### config.mk
export PLATFORM = sky130hd
export DESIGN_NAME = apb_dual_timer
export DESIGN_NICKNAME = d
export VERILOG_FILES = /design/src/logic/timer_pkg.sv /design/src/logic/apb_dual_timer.sv /design/src/logic/timer_readback.sv /design/src/logic/timer_channel.sv /design/src/logic/timer_downcounter.sv /design/src/logic/apb_timer_decode.sv
export SDC_FILE = /design/constraint.sdc
export NUM_CORES = 1
export LEC_CHECK = 0
export BUFFER_PORTS_ARGS = -buffer_cell sky130_fd_sc_hd__buf_2
export CAP_MARGIN = 20
export CORE_AREA = 2 2 191 193
export CTS_BUF_LIST = sky130_fd_sc_hd__clkbuf_8
export DETAILED_ROUTE_END_ITERATION = 8
export DIE_AREA = 0 0 193 195
export PLACE_DENSITY = 0.51
export SYNTH_ARGS = -nofsm -noshare
export SYNTH_HDL_FRONTEND = slang
export SYNTH_SLANG_ARGS = --single-unit
### constraint.sdc
create_clock -name PCLK -period 3.93 [get_ports PCLK]
set_clock_uncertainty 0.15 [all_clocks]
set_input_delay 0.786 -clock PCLK [delete_from_list [all_inputs] [get_ports PCLK]]
set_output_delay 0.786 -clock PCLK [all_outputs]
set_load 0.03 [all_outputs]
### src/logic/timer_pkg.sv
// --------------------
// Timer package
// Bus widths, register word offsets, control bit fields and
// reset values shared by the APB dual timer blocks
// --------------------
`default_nettype none

package timer_pkg;

  // Bus and counter widths
  typedef logic [11:0] apb_addr_t;
  typedef logic [31:0] apb_data_t;
  typedef logic [31:0] timer_count_t;
  typedef logic [7:0]  timer_ctrl_t;
  typedef logic [2:0]  reg_offset_t;
  typedef logic [7:0]  prescale_t;

  // --------------------
  // Register word offsets inside one channel
  localparam reg_offset_t OFS_LOAD    = 3'd0;
  localparam reg_offset_t OFS_VALUE   = 3'd1;
  localparam reg_offset_t OFS_CONTROL = 3'd2;
  localparam reg_offset_t OFS_INTCLR  = 3'd3;
  localparam reg_offset_t OFS_RIS     = 3'd4;
  localparam reg_offset_t OFS_MIS     = 3'd5;
  localparam reg_offset_t OFS_BGLOAD  = 3'd6;

  // 32 bytes per channel
  localparam int CHAN_STRIDE_BITS = 5;

  // --------------------
  // Control register fields
  localparam int CTRL_EN_BIT       = 7;
  localparam int CTRL_PERIODIC_BIT = 6;
  localparam int CTRL_INTEN_BIT    = 5;
  localparam int CTRL_PRE_MSB      = 3;
  localparam int CTRL_PRE_LSB      = 2;
  localparam int CTRL_SIZE_BIT     = 1;
  localparam int CTRL_ONESHOT_BIT  = 0;

  // Bit 4 is not implemented and reads zero
  localparam timer_ctrl_t CTRL_WR_MASK = 8'hEF;

  // Reset values
  localparam timer_ctrl_t  CTRL_RESET  = 8'h20;
  localparam timer_count_t COUNT_RESET = 32'hFFFF_FFFF;
  localparam timer_count_t LOAD_RESET  = 32'h0000_0000;

endpackage

`default_nettype wire
### src/logic/apb_dual_timer.sv
// --------------------
// APB dual timer top level
// Address decode, NUM_TIMERS timer channels and the read mux
// --------------------
`timescale 1ns/100ps
`default_nettype none

module apb_dual_timer #(
  parameter int NUM_TIMERS = 2
) (
  input  wire                       PCLK,
  input  wire                       PRESETn,
  input  wire                       psel,
  input  wire                       penable,
  input  wire                       pwrite,
  input  wire timer_pkg::apb_addr_t paddr,
  input  wire timer_pkg::apb_data_t pwdata,
  output timer_pkg::apb_data_t      prdata,
  output logic [NUM_TIMERS-1:0]     timint,
  output logic                      timintc
);

  import timer_pkg::*;

  localparam int CHAN_W = (NUM_TIMERS > 1) ? $clog2(NUM_TIMERS) : 1;

  // Decode outputs
  logic [NUM_TIMERS-1:0] wr_load;
  logic [NUM_TIMERS-1:0] wr_bgload;
  logic [NUM_TIMERS-1:0] wr_ctrl;
  logic [NUM_TIMERS-1:0] wr_intclr;
  logic [CHAN_W-1:0]     rd_chan;
  reg_offset_t           rd_offset;
  logic                  rd_en;

  // Channel outputs
  timer_count_t          load_period [NUM_TIMERS];
  timer_count_t          count [NUM_TIMERS];
  timer_ctrl_t           ctrl [NUM_TIMERS];
  logic [NUM_TIMERS-1:0] ris;
  logic [NUM_TIMERS-1:0] mis;

  apb_timer_decode #(
    .NUM_TIMERS (NUM_TIMERS)
  ) u_decode (
    .psel      (psel),
    .penable   (penable),
    .pwrite    (pwrite),
    .paddr     (paddr),
    .wr_load   (wr_load),
    .wr_bgload (wr_bgload),
    .wr_ctrl   (wr_ctrl),
    .wr_intclr (wr_intclr),
    .rd_chan   (rd_chan),
    .rd_offset (rd_offset),
    .rd_en     (rd_en)
  );

  // --------------------
  // Timer channels
  for (genvar i = 0; i < NUM_TIMERS; i++)
  begin : gen_chan
    timer_channel u_chan (
      .PCLK        (PCLK),
      .PRESETn     (PRESETn),
      .wr_load     (wr_load[i]),
      .wr_bgload   (wr_bgload[i]),
      .wr_ctrl     (wr_ctrl[i]),
      .wr_intclr   (wr_intclr[i]),
      .pwdata      (pwdata),
      .load_period (load_period[i]),
      .count       (count[i]),
      .ctrl        (ctrl[i]),
      .ris         (ris[i]),
      .mis         (mis[i])
    );
  end

  timer_readback #(
    .NUM_TIMERS (NUM_TIMERS)
  ) u_readback (
    .rd_chan     (rd_chan),
    .rd_offset   (rd_offset),
    .rd_en       (rd_en),
    .load_period (load_period),
    .count       (count),
    .ctrl        (ctrl),
    .ris         (ris),
    .mis         (mis),
    .prdata      (prdata),
    .timint      (timint),
    .timintc     (timintc)
  );

endmodule

`default_nettype wire

### src/logic/timer_readback.sv
// --------------------
// Timer read mux and interrupt outputs
// Returns the addressed channel register and
// drives the interrupt vector and its OR
// --------------------
`timescale 1ns/100ps
`default_nettype none

module timer_readback #(
  parameter int NUM_TIMERS = 2,
  localparam int CHAN_W = (NUM_TIMERS > 1) ? $clog2(NUM_TIMERS) : 1
) (
  input  wire [CHAN_W-1:0]             rd_chan,
  input  wire timer_pkg::reg_offset_t  rd_offset,
  input  wire                          rd_en,
  input  wire timer_pkg::timer_count_t load_period [NUM_TIMERS],
  input  wire timer_pkg::timer_count_t count [NUM_TIMERS],
  input  wire timer_pkg::timer_ctrl_t  ctrl [NUM_TIMERS],
  input  wire [NUM_TIMERS-1:0]         ris,
  input  wire [NUM_TIMERS-1:0]         mis,
  output timer_pkg::apb_data_t         prdata,
  output logic [NUM_TIMERS-1:0]        timint,
  output logic                         timintc
);

  import timer_pkg::*;

  // --------------------
  // Read data mux
  // Unmapped offsets and idle bus read zero
  always_comb
  begin
    prdata = '0;
    if (rd_en)
    begin
      case (rd_offset)
        // Both load addresses return the next reload value
        OFS_LOAD,
        OFS_BGLOAD:  prdata = load_period[rd_chan];
        OFS_VALUE:   prdata = count[rd_chan];
        OFS_CONTROL: prdata[7:0] = ctrl[rd_chan];
        OFS_RIS:     prdata[0] = ris[rd_chan];
        OFS_MIS:     prdata[0] = mis[rd_chan];
        default:     prdata = '0;
      endcase
    end
  end

  // --------------------
  // Interrupt outputs
  assign timint  = mis;
  assign timintc = |mis;

endmodule

`default_nettype wire

### src/logic/timer_channel.sv
// --------------------
// One timer channel
// Control, load period and raw interrupt registers
// around the prescaled down-counter
// --------------------
`timescale 1ns/100ps
`default_nettype none

module timer_channel (
  input  wire                       PCLK,
  input  wire                       PRESETn,
  input  wire                       wr_load,
  input  wire                       wr_bgload,
  input  wire                       wr_ctrl,
  input  wire                       wr_intclr,
  input  wire timer_pkg::apb_data_t pwdata,
  output timer_pkg::timer_count_t   load_period,
  output timer_pkg::timer_count_t   count,
  output timer_pkg::timer_ctrl_t    ctrl,
  output logic                      ris,
  output logic                      mis
);

  import timer_pkg::*;

  logic data_nz;
  logic load_go;
  logic period_go;
  logic zero_event;

  // --------------------
  // Write qualification
  // Zero data to LOAD or BGLOAD is dropped
  assign data_nz = |pwdata;

  // LOAD restarts the counter, BGLOAD only changes the period
  assign load_go   = wr_load & data_nz;
  assign period_go = (wr_load | wr_bgload) & data_nz;

  // --------------------
  // Control and period registers
  always_ff @(posedge PCLK)
  begin
    if (!PRESETn)
    begin
      ctrl        <= CTRL_RESET;
      load_period <= LOAD_RESET;
    end
    else
    begin
      // Unused bit 4 is forced low
      if (wr_ctrl)
        ctrl <= pwdata[7:0] & CTRL_WR_MASK;
      if (period_go)
        load_period <= pwdata;
    end
  end

  // --------------------
  // Raw interrupt
  // Set on the zero event, a clear in the same cycle wins
  always_ff @(posedge PCLK)
  begin
    if (!PRESETn)
      ris <= 1'b0;
    else if (wr_intclr)
      ris <= 1'b0;
    else if (zero_event)
      ris <= 1'b1;
  end

  // Masked interrupt
  assign mis = ris & ctrl[CTRL_INTEN_BIT];

  // Counter core
  timer_downcounter u_counter (
    .PCLK       (PCLK),
    .PRESETn    (PRESETn),
    .load       (load_go),
    .load_val   (pwdata),
    .period     (load_period),
    .ctrl       (ctrl),
    .count      (count),
    .zero_event (zero_event)
  );

endmodule

`default_nettype wire

### src/logic/timer_downcounter.sv
// --------------------
// Prescaled timer down-counter
// 16 or 32-bit decrement with periodic reload,
// free-running wrap and one-shot stop at zero
// --------------------
`timescale 1ns/100ps
`default_nettype none

module timer_downcounter (
  input  wire                          PCLK,
  input  wire                          PRESETn,
  input  wire                          load,
  input  wire timer_pkg::timer_count_t load_val,
  input  wire timer_pkg::timer_count_t period,
  input  wire timer_pkg::timer_ctrl_t  ctrl,
  output timer_pkg::timer_count_t      count,
  output logic                         zero_event
);

  import timer_pkg::*;

  // Control fields
  logic       en;
  logic       periodic;
  logic       size32;
  logic       one_shot;
  logic [1:0] pre;

  prescale_t    prescale_q;
  prescale_t    prescale_nxt;
  logic         pre_sel;
  logic         tick;
  logic         stopped;
  logic         cnt_upd;
  logic [15:0]  dec_low;
  logic [15:0]  dec_high;
  timer_count_t count_nxt;
  logic         zero_q;
  logic         zero_nxt;

  assign en       = ctrl[CTRL_EN_BIT];
  assign periodic = ctrl[CTRL_PERIODIC_BIT];
  assign size32   = ctrl[CTRL_SIZE_BIT];
  assign one_shot = ctrl[CTRL_ONESHOT_BIT];
  assign pre      = ctrl[CTRL_PRE_MSB:CTRL_PRE_LSB];

  // --------------------
  // Prescaler
  // Cleared by a load so the first period is a full one
  assign prescale_nxt = load ? '0 : (en ? prescale_q - 1'b1 : prescale_q);

  // Tick select, 11 behaves like 00
  always_comb
  begin
    case (pre)
      2'b01:   pre_sel = (prescale_q[3:0] == 4'h1);
      2'b10:   pre_sel = (prescale_q == 8'h01);
      default: pre_sel = 1'b1;
    endcase
  end

  assign tick = en & pre_sel;

  // One-shot holds at zero until reloaded or mode cleared
  assign stopped = one_shot & zero_q;

  assign cnt_upd = load | (tick & ~stopped);

  // --------------------
  // Split decrement
  // Upper half borrows only in 32-bit mode
  assign dec_low  = count[15:0] - 16'd1;
  assign dec_high = (size32 && (count[15:0] == 16'h0000)) ?
                    count[31:16] - 16'd1 : count[31:16];

  // Next count
  // Decrementing past zero gives the free-running wrap
  always_comb
  begin
    if (load)
      count_nxt = load_val;
    else if (tick && !stopped)
    begin
      if (zero_q && periodic)
        count_nxt = period;
      else
        count_nxt = {dec_high, dec_low};
    end
    else
      count_nxt = count;
  end

  // Zero is judged on the low half in 16-bit mode
  assign zero_nxt = size32 ? (count_nxt == '0) : (count_nxt[15:0] == 16'h0000);

  // Only the transition into zero counts as an event
  assign zero_event = cnt_upd & zero_nxt & ~zero_q;

  // --------------------
  // State registers
  // Count resets to all ones so no interrupt fires out of reset
  always_ff @(posedge PCLK)
  begin
    if (!PRESETn)
    begin
      prescale_q <= '0;
      count      <= COUNT_RESET;
      zero_q     <= 1'b0;
    end
    else
    begin
      prescale_q <= prescale_nxt;
      count      <= count_nxt;
      zero_q     <= zero_nxt;
    end
  end

endmodule

`default_nettype wire

### src/logic/apb_timer_decode.sv
// --------------------
// APB address decode for the timer channels
// Setup-phase writes become one-cycle per-channel strobes,
// reads become a channel index and a word offset
// --------------------
`timescale 1ns/100ps
`default_nettype none

module apb_timer_decode #(
  parameter int NUM_TIMERS = 2,
  localparam int CHAN_W = (NUM_TIMERS > 1) ? $clog2(NUM_TIMERS) : 1
) (
  input  wire                      psel,
  input  wire                      penable,
  input  wire                      pwrite,
  input  wire timer_pkg::apb_addr_t paddr,
  output logic [NUM_TIMERS-1:0]    wr_load,
  output logic [NUM_TIMERS-1:0]    wr_bgload,
  output logic [NUM_TIMERS-1:0]    wr_ctrl,
  output logic [NUM_TIMERS-1:0]    wr_intclr,
  output logic [CHAN_W-1:0]        rd_chan,
  output timer_pkg::reg_offset_t   rd_offset,
  output logic                     rd_en
);

  import timer_pkg::*;

  // Width of the channel field above the channel stride
  localparam int CHAN_FIELD_W = $bits(apb_addr_t) - CHAN_STRIDE_BITS;

  logic [CHAN_FIELD_W-1:0] chan_field;
  logic                    chan_ok;
  logic                    wr_setup;

  // --------------------
  // Address split
  assign chan_field = paddr[$bits(apb_addr_t)-1:CHAN_STRIDE_BITS];
  assign rd_offset  = paddr[CHAN_STRIDE_BITS-1:2];
  assign rd_chan    = chan_field[CHAN_W-1:0];

  // Channels above NUM_TIMERS are unmapped
  assign chan_ok = (chan_field < NUM_TIMERS);

  // Zero-wait write, acts at the end of the setup phase
  assign wr_setup = psel & ~penable & pwrite & chan_ok;

  // Read select stays valid through the access phase
  assign rd_en = psel & ~pwrite & chan_ok;

  // --------------------
  // One strobe per channel and register
  always_comb
  begin
    wr_load   = '0;
    wr_bgload = '0;
    wr_ctrl   = '0;
    wr_intclr = '0;
    for (int i = 0; i < NUM_TIMERS; i++)
    begin
      if (wr_setup && (chan_field == i))
      begin
        wr_load[i]   = (rd_offset == OFS_LOAD);
        wr_bgload[i] = (rd_offset == OFS_BGLOAD);
        wr_ctrl[i]   = (rd_offset == OFS_CONTROL);
        wr_intclr[i] = (rd_offset == OFS_INTCLR);
      end
    end
  end

endmodule

`default_nettype wire

==> impl_metrics.env <==
export IMPL_setup_tns_ns=0
export IMPL_ys_seq_area_share_pct=30.90
export IMPL_syn_instance_count=1428
export IMPL_crit_type="reg2reg"
export IMPL_pwr_share_clk_pct=42.9
export IMPL_syn_avg_cell_area_um2=7.349
export IMPL_drc=0
export IMPL_share_seq_of_total_power_pct=49.4
export IMPL_power_density_mw_per_mm2=262.4
export IMPL_top_usage_layer="met2"
export IMPL_floorplan_die_area_mm2=0.03764
export IMPL_fin_ws_ns=0.1267
export IMPL_layout_common_cells="nand2_1, dfxtp_1, buf_4"
export IMPL_synth_nets=1491
export IMPL_overflow=0
export IMPL_antenna_cells=0
export IMPL_antenna_found_initial=1
export IMPL_finalSetupViolCount=0
export IMPL_fp_dieW_um=193
export IMPL_nets=1624
export IMPL_peakVddDrop_uv=204.1
export IMPL_worst_setup_path_end_kind="flip-flop"
export IMPL_final_common_cell="nand2_1"
export IMPL_initial_core_util_pct=29.65
export IMPL_drtIter0Drc=1109
export IMPL_drive_gt1_share_pct=19.25
export IMPL_cts_htree_levels=4
export IMPL_hpwl_mm=35.19
export IMPL_ant_nets=0
export IMPL_instances_no_fill=2035
export IMPL_p_switching_w=0.0008904
export IMPL_path_clk_slew_ns=0.10
export IMPL_min_period_over_period_pct=96.78
export IMPL_p_total_w=0.003325
export IMPL_rsz0062_at_grt="no"
export IMPL_synth_cell_types=81
export IMPL_dp_slack_ns=-0.08353
export IMPL_num_rows=69
export IMPL_wl_per_cell_um=22.90
export IMPL_yosys_warnings=0
export IMPL_first_pass_iters=5
export IMPL_grt_met1_usage_pct=34.83
export IMPL_status="completed"
export IMPL_postSynth_asyncResetShare_pct=0
export IMPL_p_leak_nw=4.789
export IMPL_maxCapViolCount=0
export IMPL_met3_usage_pct=4.673
export IMPL_ys_dominant_reg_cell="dfxtp_1"
export IMPL_io_pins=84
export IMPL_cts_buffers=17
export IMPL_viasPerCell=5.741
export IMPL_place_inst=2003
export IMPL_syn_to_final_growth_pct=20.75
export IMPL_final_hold_viol_count=0
export IMPL_fp_dieH_um=195
export IMPL_grt_pass1_wl_mm=69.90
export IMPL_hp_class="reg2reg"
export IMPL_gp_congestion=0.9332
export IMPL_intPower_w=0.002435
export IMPL_io_buffers=81
export IMPL_cts_setup_buffers=0
export IMPL_power_share_combinational_pct=7.7
export IMPL_switching_share_pct=26.78
export IMPL_startpoint_type="flip-flop"
export IMPL_worst_pin_slew_ns=1.025
export IMPL_slew_viol_final=0
export IMPL_grt_pass1_vias=10820
export IMPL_netlist_area_mm2=0.01049
export IMPL_grt_max_degree=61
export IMPL_clk_path_buf_depth=2
export IMPL_cts_resized=0
export IMPL_track_usage_pct=24.83
export IMPL_ys_ff_latch=162
export IMPL_max_freq_mhz=262.9
export IMPL_grtUsageMet2_pct=37.05
export IMPL_synth_edf_count=0
export IMPL_crit_fanout=6
export IMPL_coreArea_mm2=0.03540
export IMPL_period_needed_ns=3.803
export IMPL_slew_headroom_pct=31.14
export IMPL_cts_sinks=162
export IMPL_routed_via_count=11683
export IMPL_clkLatencyLatePin_ns=0.49
export IMPL_drt_wl_total_mm=46.61
export IMPL_holdBufCountCts=0
export IMPL_fin_worst_hold_slack_ns=0.3300
export IMPL_root_buffer="clkbuf_8"
export IMPL_arrival_ns=4.08
export IMPL_cts_tree="done"
export IMPL_required_ns=4.21
## final cells by class
cell class / count / area, µm²
Clock buffer: 18 / 247.7
Clock inverter: 14 / 187.7
Fill cell: 3788 / 22730
Inverter: 24 / 90.09
Multi-Input combinational cell: 1125 / 6716
Sequential cell: 162 / 3243
Tap cell: 461 / 576.8
Timing Repair Buffer: 231 / 1609
## power by group through the flow
stage | clock (W) | sequential [W] | combinational (W)
finish | 0.00143 | 0.00164 | 0.000256
global placement | 0 | 0.00168 | 0.000252
detailed placement | 0 | 0.00168 | 0.000252
CTS | 0.00144 | 0.00164 | 0.000252
floorplan | 0 | 0.00168 | 0.0000901
global route | 0.00151 | 0.00164 | 0.000266
## per-stage QoR
| step | cell area, µm² | utilization (%) |
|---|---|---|
| 6_report | 12670 | 35.80 |
| 5_1_grt | 12670 | 35.80 |
| 4_1_cts | 12670 | 35.80 |
| 3_5_place_dp | 12240 | 34.57 |
| 3_3_place_gp | 12240 | 34.57 |
| 2_1_floorplan | 10490 | - |
## flip-flops by register name (all words and copies together), names as in the netlist
name,cells
gen_chan.u_chan.ctrl,14
gen_chan.u_chan.load_period,64
gen_chan.u_chan.ris,2
gen_chan.u_chan.u_counter.count,64
gen_chan.u_chan.u_counter.prescale_q,16
gen_chan.u_chan.u_counter.zero_q,2
## final timing paths
kind                                         startpoint                                  to  slack, ns  cells past startpoint
setup / recovery  gen_chan[1].u_chan.u_counter.count[0]              gen_chan[1].u_chan.ris       0.13                     11
hold / removal       gen_chan[1].u_chan.load_period[22]  gen_chan[1].u_chan.load_period[22]       0.33                      2
setup reg to reg  gen_chan[1].u_chan.u_counter.count[0]              gen_chan[1].u_chan.ris       0.13                     11
hold reg to reg      gen_chan[1].u_chan.load_period[22]  gen_chan[1].u_chan.load_period[22]       0.33                      2
## Yosys cell counts, drive strengths merged (9+ instances only)
cell type / instances / area, µm²
a211oi: 21 / 157.7
a21oi: 124 / 620.6
a221oi: 11 / 102.6
a22o: 9 / 78.83
a22oi: 13 / 97.59
a31oi: 26 / 162.7
and2: 33 / 206.5
and3: 12 / 75.07
buf: 17 / 101.3
clkbuf: 100 / 375.4
dfxtp: 162 / 3243
ha: 14 / 175.2
inv: 24 / 90.08
mux2i: 70 / 700.7
nand2: 234 / 878.3
nand2b: 16 / 100.1
nand3: 29 / 145.1
nand4: 19 / 118.9
nor2: 118 / 442.9
nor3: 45 / 246.5
nor4: 30 / 221.5
o211ai: 20 / 150.1
o21ai: 74 / 370.3
o22ai: 36 / 225.2
o2bb2ai: 13 / 113.9
o31ai: 9 / 72.57
or2: 15 / 93.84
or3: 12 / 75.07
or4: 11 / 86.33
## cells by family (layout without fill, tap and decap cells)
logic type,count (synthesis),count (layout),share of synthesized area [%]
adders and majority gates,14,14,1.669
and+or+nand+nor,612,612,28.70
DFF,162,162,30.90
xor gates and xnor gates,15,15,1.252
AOI/OAI and AO/OA,414,414,25.40
buffers and inverters,141,287,5.401
muxes,70,70,6.677
## routing by layer
metal / up-vias / wire length (µm)
li1: 5469 / -
met1: 5547 / 20890
met2: 574 / 19910
met3: 91 / 3784
met4: 2 / 1995
met5: - / 16
## worst max-delay path, cell delays in order, from the launching register on
cell       delay, ns
dfxtp_1         0.34
inv_1           0.15
ha_1            0.18
or4b_1          0.59
or3_1           0.56
nor4_2          0.32
a31oi_1         0.15
o2bb2ai_1       0.16
o21ai_1         0.11
or4_1           0.59
o31a_1          0.31
o21ai_1         0.13
Note: power is estimated with default switching activity, not from simulation.
